[src/source/codec_cfg_pkg.sv]
package codec_cfg_pkg;

    // Codec register map widths
    typedef logic [6:0] reg_addr_t;
    typedef logic [8:0] reg_data_t;
    typedef logic [6:0] dev_addr_t;   // 7-bit bus address, R/W bit added by the writer
    typedef logic [6:0] volume_t;     // Headphone volume code

    // One register write, 16 bits
    typedef struct packed {
        reg_addr_t addr;
        reg_data_t data;
    } codec_write_t;

    typedef enum logic [1:0] {
        INIT_IDLE,
        INIT_REQUEST,
        INIT_WAIT_DONE,
        INIT_NEXT
    } init_state_t;

    typedef enum logic [2:0] {
        WR_IDLE,
        WR_START,
        WR_LOW,
        WR_HIGH,
        WR_STOP_LOW,
        WR_STOP_HIGH
    } writer_state_t;

    typedef enum logic [1:0] {
        OWN_NONE,
        OWN_INIT,
        OWN_VOLUME
    } arb_owner_t;

endpackage

[src/source/codec_init_seq.sv]
module codec_init_seq import codec_cfg_pkg::*; (
    input  logic         i_clk,
    input  logic         i_rst_n,
    input  logic         i_start,
    input  logic         i_done,
    output logic         o_req,
    output codec_write_t o_wr,
    output logic         o_finished
);

    localparam logic [2:0] LAST_IDX = 3'd6;

    init_state_t  state_q;
    logic [2:0]   idx_q;
    logic         start_q;
    logic         finished_q;
    logic         start_rise;
    codec_write_t table_wr;

    assign start_rise = i_start && !start_q;

    // Power-up table, one write per entry
    always_comb begin
        case (idx_q)
            3'd0:    table_wr = '{addr: 7'h0F, data: 9'h000}; // Reset
            3'd1:    table_wr = '{addr: 7'h04, data: 9'h015}; // Analogue path
            3'd2:    table_wr = '{addr: 7'h05, data: 9'h000}; // Digital path
            3'd3:    table_wr = '{addr: 7'h06, data: 9'h000}; // Power down
            3'd4:    table_wr = '{addr: 7'h07, data: 9'h042}; // Interface format
            3'd5:    table_wr = '{addr: 7'h08, data: 9'h019}; // Sampling
            default: table_wr = '{addr: 7'h09, data: 9'h001}; // Active
        endcase
    end

    always_ff @(posedge i_clk or posedge i_rst_n) begin
        if (i_rst_n) begin
            state_q    <= INIT_IDLE;
            idx_q      <= 3'd0;
            start_q    <= 1'b0;
            finished_q <= 1'b0;
        end else begin
            start_q <= i_start;
            case (state_q)
                INIT_IDLE: begin
                    if (start_rise) begin
                        idx_q      <= 3'd0;
                        finished_q <= 1'b0;   // Cleared by a new run
                        state_q    <= INIT_REQUEST;
                    end
                end
                INIT_REQUEST: state_q <= INIT_WAIT_DONE;
                INIT_WAIT_DONE: begin
                    if (i_done) begin
                        if (idx_q == LAST_IDX) begin
                            finished_q <= 1'b1;
                            state_q    <= INIT_IDLE;
                        end else begin
                            idx_q   <= idx_q + 3'd1;
                            state_q <= INIT_NEXT;
                        end
                    end
                end
                // Request stays up here so the arbiter keeps us as owner
                INIT_NEXT: state_q <= INIT_WAIT_DONE;
                default: state_q <= INIT_IDLE;
            endcase
        end
    end

    assign o_req      = (state_q != INIT_IDLE);
    assign o_wr       = table_wr;
    assign o_finished = finished_q;

endmodule

[src/source/codec_volume_ctrl.sv]
module codec_volume_ctrl import codec_cfg_pkg::*; #(
    parameter volume_t VOL_RESET = 7'h79,
    parameter volume_t VOL_MIN   = 7'h30
) (
    input  logic         i_clk,
    input  logic         i_rst_n,
    input  logic         i_vol_up,
    input  logic         i_vol_down,
    input  logic         i_done,
    output logic         o_req,
    output codec_write_t o_wr,
    output volume_t      o_volume
);

    localparam volume_t   VOL_MAX = 7'h7F;
    localparam reg_addr_t VOL_REG = 7'h02;   // Left headphone out

    volume_t vol_q;
    volume_t wr_vol_q;     // Value carried by the current or last request
    logic    pending_q;
    volume_t vol_next;

    // Saturating step, out-of-range pulses leave the code alone
    always_comb begin
        vol_next = vol_q;
        if (i_vol_up && !i_vol_down && vol_q != VOL_MAX) begin
            vol_next = vol_q + 7'd1;
        end else if (i_vol_down && !i_vol_up && vol_q > VOL_MIN) begin
            vol_next = vol_q - 7'd1;
        end
    end

    always_ff @(posedge i_clk or posedge i_rst_n) begin
        if (i_rst_n) begin
            vol_q     <= VOL_RESET;
            wr_vol_q  <= VOL_RESET;
            pending_q <= 1'b0;
        end else begin
            vol_q <= vol_next;
            if (pending_q) begin
                if (i_done) pending_q <= 1'b0;
            end else if (vol_q != wr_vol_q) begin
                // Pulses seen while pending fold into one follow-up write
                wr_vol_q  <= vol_q;
                pending_q <= 1'b1;
            end
        end
    end

    assign o_req    = pending_q;
    assign o_wr     = '{addr: VOL_REG, data: {1'b1, 1'b0, wr_vol_q}}; // Bit 8 links both channels
    assign o_volume = vol_q;

endmodule

[src/source/i2c_bus_arbiter.sv]
module i2c_bus_arbiter import codec_cfg_pkg::*; (
    input  logic         i_clk,
    input  logic         i_rst_n,
    input  logic         i_init_req,
    input  logic         i_vol_req,
    input  codec_write_t i_init_wr,
    input  codec_write_t i_vol_wr,
    input  logic         i_busy,
    input  logic         i_done,
    output logic         o_start,
    output codec_write_t o_payload,
    output logic         o_init_done,
    output logic         o_vol_done
);

    arb_owner_t owner_q;
    logic       inflight_q;   // Granted frame not yet finished
    logic       can_grant;
    logic       grant_init;
    logic       grant_vol;

    assign can_grant  = !inflight_q && !i_busy;
    assign grant_init = can_grant && i_init_req && (owner_q != OWN_VOLUME);
    assign grant_vol  = can_grant && i_vol_req && !i_init_req && (owner_q == OWN_NONE);

    always_ff @(posedge i_clk or posedge i_rst_n) begin
        if (i_rst_n) begin
            owner_q    <= OWN_NONE;
            inflight_q <= 1'b0;
        end else if (grant_init) begin
            owner_q    <= OWN_INIT;
            inflight_q <= 1'b1;
        end else if (grant_vol) begin
            owner_q    <= OWN_VOLUME;
            inflight_q <= 1'b1;
        end else if (i_done) begin
            inflight_q <= 1'b0;
            if (owner_q == OWN_VOLUME) owner_q <= OWN_NONE; // INIT is held for its next entry
        end else if (!inflight_q && owner_q == OWN_INIT && !i_init_req) begin
            owner_q <= OWN_NONE;  // Sequence over
        end
    end

    // Payload must be valid in the grant cycle, before owner_q updates
    always_comb begin
        if (grant_vol || owner_q == OWN_VOLUME) begin
            o_payload = i_vol_wr;
        end else begin
            o_payload = i_init_wr;
        end
    end

    assign o_start     = grant_init || grant_vol;
    assign o_init_done = i_done && (owner_q == OWN_INIT);
    assign o_vol_done  = i_done && (owner_q == OWN_VOLUME);

endmodule

[src/source/i2c_reg_writer.sv]
module i2c_reg_writer import codec_cfg_pkg::*; #(
    parameter dev_addr_t DEV_ADDR    = 7'h1A,
    parameter int        HALF_PERIOD = 4
) (
    input  logic         i_clk,
    input  logic         i_rst_n,
    input  logic         i_start,
    input  codec_write_t i_payload,
    output logic         o_busy,
    output logic         o_done,
    output logic         o_scl,
    output logic         o_sda,
    output logic         o_oen
);

    localparam int          CNT_W     = $clog2(HALF_PERIOD + 1);
    localparam logic [4:0]  LAST_SLOT = 5'd26;
    // Acknowledge slots 8, 17 and 26, MSB first
    localparam logic [26:0] ACK_MASK  = 27'b000000001_000000001_000000001;

    writer_state_t    state_q;
    logic [CNT_W-1:0] half_cnt_q;
    logic [4:0]       slot_q;
    logic [26:0]      frame_q;
    logic [26:0]      ack_q;
    logic             scl_q;
    logic             sda_q;
    logic             oen_q;
    logic             done_q;
    logic             half_end;
    logic             bit_load;

    assign half_end = (half_cnt_q == CNT_W'(HALF_PERIOD - 1));

    // Next slot begins: after the start hold or after a non-final high phase
    assign bit_load = half_end && ((state_q == WR_START) ||
                      (state_q == WR_HIGH && slot_q != LAST_SLOT));

    // Frame shifter, ack slots carry a released 1
    always_ff @(posedge i_clk) begin
        if (state_q == WR_IDLE && i_start) begin
            frame_q <= {DEV_ADDR, 1'b0, 1'b1,
                        i_payload.addr, i_payload.data[8], 1'b1,
                        i_payload.data[7:0], 1'b1};
            ack_q   <= ACK_MASK;
        end else if (bit_load) begin
            frame_q <= {frame_q[25:0], 1'b1};
            ack_q   <= {ack_q[25:0], 1'b0};
        end
    end

    always_ff @(posedge i_clk or posedge i_rst_n) begin
        if (i_rst_n) begin
            state_q    <= WR_IDLE;
            half_cnt_q <= '0;
            slot_q     <= 5'd0;
            scl_q      <= 1'b1;
            sda_q      <= 1'b1;
            oen_q      <= 1'b1;
            done_q     <= 1'b0;
        end else begin
            done_q <= 1'b0;
            if (state_q == WR_IDLE || half_end) begin
                half_cnt_q <= '0;
            end else begin
                half_cnt_q <= half_cnt_q + 1'b1;
            end

            if (bit_load) begin
                scl_q <= 1'b0;
                sda_q <= frame_q[26];
                oen_q <= !ack_q[26];   // Release the pin for the slave's ack
            end

            case (state_q)
                WR_IDLE: begin
                    if (i_start) begin
                        sda_q   <= 1'b0;          // Start, SCL still high
                        slot_q  <= 5'd0;
                        state_q <= WR_START;
                    end
                end
                WR_START: begin
                    if (half_end) state_q <= WR_LOW;
                end
                WR_LOW: begin
                    if (half_end) begin
                        scl_q   <= 1'b1;
                        state_q <= WR_HIGH;
                    end
                end
                WR_HIGH: begin
                    if (half_end) begin
                        if (slot_q == LAST_SLOT) begin
                            scl_q   <= 1'b0;
                            sda_q   <= 1'b0;
                            oen_q   <= 1'b1;
                            state_q <= WR_STOP_LOW;
                        end else begin
                            slot_q  <= slot_q + 5'd1;
                            state_q <= WR_LOW;
                        end
                    end
                end
                WR_STOP_LOW: begin
                    if (half_end) begin
                        scl_q   <= 1'b1;
                        state_q <= WR_STOP_HIGH;
                    end
                end
                WR_STOP_HIGH: begin
                    if (half_end) begin
                        sda_q   <= 1'b1;          // Stop, SDA rises with SCL high
                        done_q  <= 1'b1;
                        state_q <= WR_IDLE;
                    end
                end
                default: state_q <= WR_IDLE;
            endcase
        end
    end

    assign o_busy = (state_q != WR_IDLE);
    assign o_done = done_q;
    assign o_scl  = scl_q;
    assign o_sda  = sda_q;
    assign o_oen  = oen_q;

endmodule

[src/source/codec_cfg_top.sv]
module codec_cfg_top import codec_cfg_pkg::*; #(
    parameter dev_addr_t DEV_ADDR    = 7'h1A,
    parameter int        HALF_PERIOD = 4,
    parameter volume_t   VOL_RESET   = 7'h79,
    parameter volume_t   VOL_MIN     = 7'h30
) (
    input  logic    i_clk,
    input  logic    i_rst_n,
    input  logic    i_start,
    input  logic    i_vol_up,
    input  logic    i_vol_down,
    output logic    o_finished,
    output volume_t o_volume,
    output logic    o_scl,
    output logic    o_sda,
    output logic    o_oen
);

    logic         init_req;
    logic         vol_req;
    codec_write_t init_wr;
    codec_write_t vol_wr;
    logic         init_done;
    logic         vol_done;
    logic         wr_start;
    codec_write_t wr_payload;
    logic         wr_done;
    logic         wr_busy;

    codec_init_seq u_init_seq (
        .i_clk      (i_clk),
        .i_rst_n    (i_rst_n),
        .i_start    (i_start),
        .i_done     (init_done),
        .o_req      (init_req),
        .o_wr       (init_wr),
        .o_finished (o_finished)
    );

    codec_volume_ctrl #(
        .VOL_RESET (VOL_RESET),
        .VOL_MIN   (VOL_MIN)
    ) u_volume_ctrl (
        .i_clk      (i_clk),
        .i_rst_n    (i_rst_n),
        .i_vol_up   (i_vol_up),
        .i_vol_down (i_vol_down),
        .i_done     (vol_done),
        .o_req      (vol_req),
        .o_wr       (vol_wr),
        .o_volume   (o_volume)
    );

    // Init has priority and keeps the bus for the whole sequence
    i2c_bus_arbiter u_arbiter (
        .i_clk       (i_clk),
        .i_rst_n     (i_rst_n),
        .i_init_req  (init_req),
        .i_vol_req   (vol_req),
        .i_init_wr   (init_wr),
        .i_vol_wr    (vol_wr),
        .i_busy      (wr_busy),
        .i_done      (wr_done),
        .o_start     (wr_start),
        .o_payload   (wr_payload),
        .o_init_done (init_done),
        .o_vol_done  (vol_done)
    );

    i2c_reg_writer #(
        .DEV_ADDR    (DEV_ADDR),
        .HALF_PERIOD (HALF_PERIOD)
    ) u_writer (
        .i_clk     (i_clk),
        .i_rst_n   (i_rst_n),
        .i_start   (wr_start),
        .i_payload (wr_payload),
        .o_busy    (wr_busy),
        .o_done    (wr_done),
        .o_scl     (o_scl),
        .o_sda     (o_sda),
        .o_oen     (o_oen)
    );

endmodule

[config.mk]
export PLATFORM = sky130hd
export DESIGN_NAME = codec_cfg_top
export DESIGN_NICKNAME = d
export VERILOG_FILES = /design/src/source/codec_cfg_pkg.sv /design/src/source/codec_init_seq.sv /design/src/source/codec_volume_ctrl.sv /design/src/source/i2c_bus_arbiter.sv /design/src/source/i2c_reg_writer.sv /design/src/source/codec_cfg_top.sv
export SDC_FILE = /design/constraint.sdc
export NUM_CORES = 1
export LEC_CHECK = 0
export BUFFER_PORTS_ARGS = -buffer_cell sky130_fd_sc_hd__buf_2
export CAP_MARGIN = 10
export CORE_UTILIZATION = 45
export DETAILED_ROUTE_END_ITERATION = 7
export GPL_TIMING_DRIVEN = 0
export PLACE_DENSITY = 0.7
export SLEW_MARGIN = 20
export SYNTH_ARGS = -nofsm -noshare
export SYNTH_HDL_FRONTEND = slang
export SYNTH_SLANG_ARGS = --single-unit
export TNS_END_PERCENT = 1
[constraint.sdc]
create_clock -name i_clk -period 2.9 [get_ports i_clk]
set_clock_uncertainty 0.05 [all_clocks]
set_input_delay 0.435 -clock i_clk [delete_from_list [all_inputs] [get_ports i_clk]]
set_output_delay 0.435 -clock i_clk [all_outputs]
set_load 0.01 [all_outputs]
==> impl_metrics.tcl <==
set metrics [dict create \
    clkLatencyLatePin_ns 0.37 \
    synth.top_cells.by_area "sky130_fd_sc_hd__dfxtp_1, sky130_fd_sc_hd__dfrtp_1, sky130_fd_sc_hd__edfxtp_1" \
    drt-total-wl_um 7420 \
    synthArstFlopShare 0.430 \
    synth_edf_count 16 \
    synth-main-ff-cell "sky130_fd_sc_hd__dfxtp_1" \
    post_synth.cell_area_avg_sq_um 11.7 \
    fmaxAchievable_ghz 0.368 \
    power.share.switching 0.306 \
    worstSetupStartpointType "flip-flop" \
    worst-endpoint-required_ns 3.16 \
    yosys_register_bits 93 \
    final_hold_viol_count 0 \
    setup_viol 0 \
    die_area_sq_mm 0.00957 \
    vdd_ir_drop_max_uv 627 \
    overall_overflow_remaining_after_global_route 0 \
    postSynthCellCount 354 \
    power_density_mw_per_mm2 640 \
    reg2regPathDepth 9 \
    final_layout_size_suffix_gt1_frac 0.212 \
    status "finished, final reports clean" \
    cp_slowest_cell "sky130_fd_sc_hd__or4b_2" \
    grt_max_degree 24 \
    route.detailed.drc 0 \
    critical_path.endpoint "u_volume_ctrl.o_volume[5]" \
    gp_routability_congestion 0.828 \
    ys_types 62 \
    cp_data_arrival_time_ns 2.98 \
    worst-r2r-setup-slack_ns 0.18 \
    dieWidth_um 97.8 \
    place.port_buffers 15 \
    grt_antenna_before_repair 0 \
    synth_seq_area_share 0.541 \
    layout.cells.most_common_list "sky130_fd_sc_hd__dfxtp_1, sky130_fd_sc_hd__a22o_1, sky130_fd_sc_hd__buf_2, sky130_fd_sc_hd__dfrtp_1" \
    synth_area_sq_mm 0.00413 \
    max_cap_violations 0 \
    detail_route.iter0.violations 137 \
    cp_max_fo 9 \
    clk_root_buffer_cell "sky130_fd_sc_hd__clkbuf_8" \
    grt_setup_unrepaired "no" \
    slew_viol_final 0 \
    worst-setup-path-type "reg -> reg" \
    detail_route.vias_per_cell 5.69 \
    totalNegativeSetupSlack_ns 0 \
    post-dp-hpwl_um 5060 \
    net-switching-power_uw 900 \
    crit_path_start "u_volume_ctrl.o_volume[0]" \
    yosys_warnings 0 \
    crit_chain "buf_2, nand2_1, o311ai_4, buf_12, ha_1, o21ai_0, or4b_2, o2111ai_1, mux2_2" \
    period_share 0.938 \
    netlist.top_cell.by_area "sky130_fd_sc_hd__dfxtp_1" \
    total_cts_buffers 9 \
    hold_path_class "in -> async" \
    num_vias 2816 \
    total_nets_final 402 \
    postRouteAntennaNets 0 \
    critical_path.endpoint_type "flip-flop" \
    area_delta_synth_final_pct 11.2 \
    finalPower_uw 2940 \
    worst-slew-pin-transition_ns 0.760 \
    cts_max_path_buffers 2 \
    std_cell_rows 34 \
    synth_largest_type_area_fraction 0.179 \
    min_period_ns 2.72 \
    grt_resource_usage_total 0.172 \
    power.static_leakage_uw 0.00193 \
    core_area_sq_mm 0.00881 \
    die_h_um 97.8 \
    sequential_power_share 0.514 \
    grt_first_pass_wirelength_um 13200 \
    clk_transition_reported_paths_ns 0.10 \
    launch_point_of_the_worst_reg_to_reg_path "u_volume_ctrl.o_volume[0]" \
    routed_length_per_instance_um 15.0 \
    max_incr_delay_on_cp_ns 0.61 \
    insertedDiodeCount 0 \
    ctsHtreeMaxLevel 3 \
    grt_pass1_vias 2719 \
    combPwrFrac 0.208 \
    starting_density 0.469 \
    power.internal_uw 2040 \
    detail_route.first_pass.iterations 4 \
    worst_slew_margin_rel 0.490 \
    cts_tree "built" \
    n_fill_cell 764 \
    p_clk_frac 0.278 \
    final_common_cell "sky130_fd_sc_hd__dfxtp_1" \
    ios 16 \
    synth_nets 374 \
    clkSinkCount 93 \
    timing.rr.end "u_volume_ctrl.o_volume[5]" \
]
-- sequential cells by signal, indices dropped and copies added (netlist names) --
register / cells
u_init_seq.o_finished: 1
u_volume_ctrl.o_req: 1
u_init_seq.state_q: 2
u_writer.frame_q: 26
u_init_seq.idx_q: 3
u_volume_ctrl.o_volume: 7
u_writer.o_done: 1
u_writer.slot_q: 5
u_writer.o_sda: 1
u_init_seq.start_q: 1
u_writer.half_cnt_q: 3
u_writer.state_q: 3
u_writer.o_oen: 1
u_writer.o_scl: 1
u_writer.ack_q: 27
u_arbiter.owner_q: 2
u_volume_ctrl.wr_vol_q: 7
u_arbiter.inflight_q: 1
-- routing by layer --
| layer | vias to the layer above | GRT usage | share of wire |
|---|---|---|---|
| li1 | 1379 | - | - |
| met1 | 1391 | 0.234 | 0.50 |
| met2 | 36 | 0.268 | 0.46 |
| met3 | 10 | 0.0408 | 0.030 |
| met4 | 0 | 0.0594 | 0.015 |
| met5 | - | 0 | 0 |
-- area by class of cell --
cell class	count	area (sq um)	share of cell area
plain buffers	19	101	0.0220
multi-input cells	229	1760	0.384
inverters	13	48.8	0.0106
repair buffers	17	123	0.0267
clock inverters	7	63.8	0.0139
flip-flops and latches	93	2240	0.487
well taps	108	135	0.0294
clock buffers	9	124	0.0269
-- how the worst min path moves through the flow --
stage	from	end	slack (ns)	cells past startpoint
final	i_rst_n	u_volume_ctrl.wr_vol_q[2]	0.01	2
after global routing	i_rst_n	u_init_seq.o_finished	0.05	2
after CTS	i_rst_n	u_init_seq.o_finished	0.02	2
after detailed placement	u_writer.ack_q[26]	u_writer.o_oen	0.34	1
after global placement	u_writer.ack_q[26]	u_writer.o_oen	0.34	1
after floorplan	u_writer.ack_q[26]	u_writer.o_oen	0.32	1
-- Yosys cell counts (all sizes together), types with 2 or more instances --
master and count:
nor3b 2, dfstp 13, nor2b 4, or3 2, clkbuf 5, o22ai 2, o21ai 17, nor2 16
a31oi 2, xnor2 3, o211a 2, nand2 16, nand4 3, ha 14, a21oi 11, dfxtp 37
xor2 11, a221o 2, a21o 7, and2 4, a211oi 5, and4b 2, buf 14, dfrtp 27
a22o 33, nor4 4, a22oi 6, o22a 7, mux2 12, nand2b 6, nand4b 2, edfxtp 16
nand3 7, mux2i 3, nor3 3, inv 12
-- cells by family after synthesis --
group / count (synthesis) / synth area share
buffers and inverters: 32 / 0.0363
AOI/OAI and AO/OA: 106 / 0.197
and+or+nand+nor: 79 / 0.108
xor gates and xnor gates: 14 / 0.0297
adders and majority gates: 15 / 0.0472
muxes: 15 / 0.0400
DFF: 93 / 0.541
-- critical path, delay by kind of cell, from the launching register on --
family / cells / cell delay (ns)
compound gates: 3 / 0.56
fa+ha+maj: 1 / 0.23
buf+inv: 2 / 0.37
flops: 1 / 0.56
mux: 1 / 0.18
simple gates: 2 / 0.72
-- power groups by stage --
stage	sequential [uW]	clock, uW	combinational, uW
after floorplan	1530	0	440
after global placement	1540	0	580
after detailed placement	1540	0	598
after CTS	1520	847	610
after global routing	1530	894	692
final	1510	818	612
-- stage by stage --
stage	worst slack, ns	util	std cells	cell area (sq um)	hold slack (ns)
after floorplan	0.223	-	354	4140	0.317
after global placement	-0.0200	0.494	477	4350	0.337
after detailed placement	-0.0743	0.497	478	4380	0.337
after CTS	0.0793	0.520	494	4580	0.0164
after global routing	0.00511	0.522	495	4600	0.0491
final	0.180	0.522	495	4600	0.0132
-- timing repair --
action	4_1_cts	5_1_grt
setup buffers	0	1
pin swaps	0	1
cloned	0	0
endpoints found under the setup margin	2	2
hold buffers	0	0
gates resized for setup	1	1
Power figures use the tool's default switching activity.
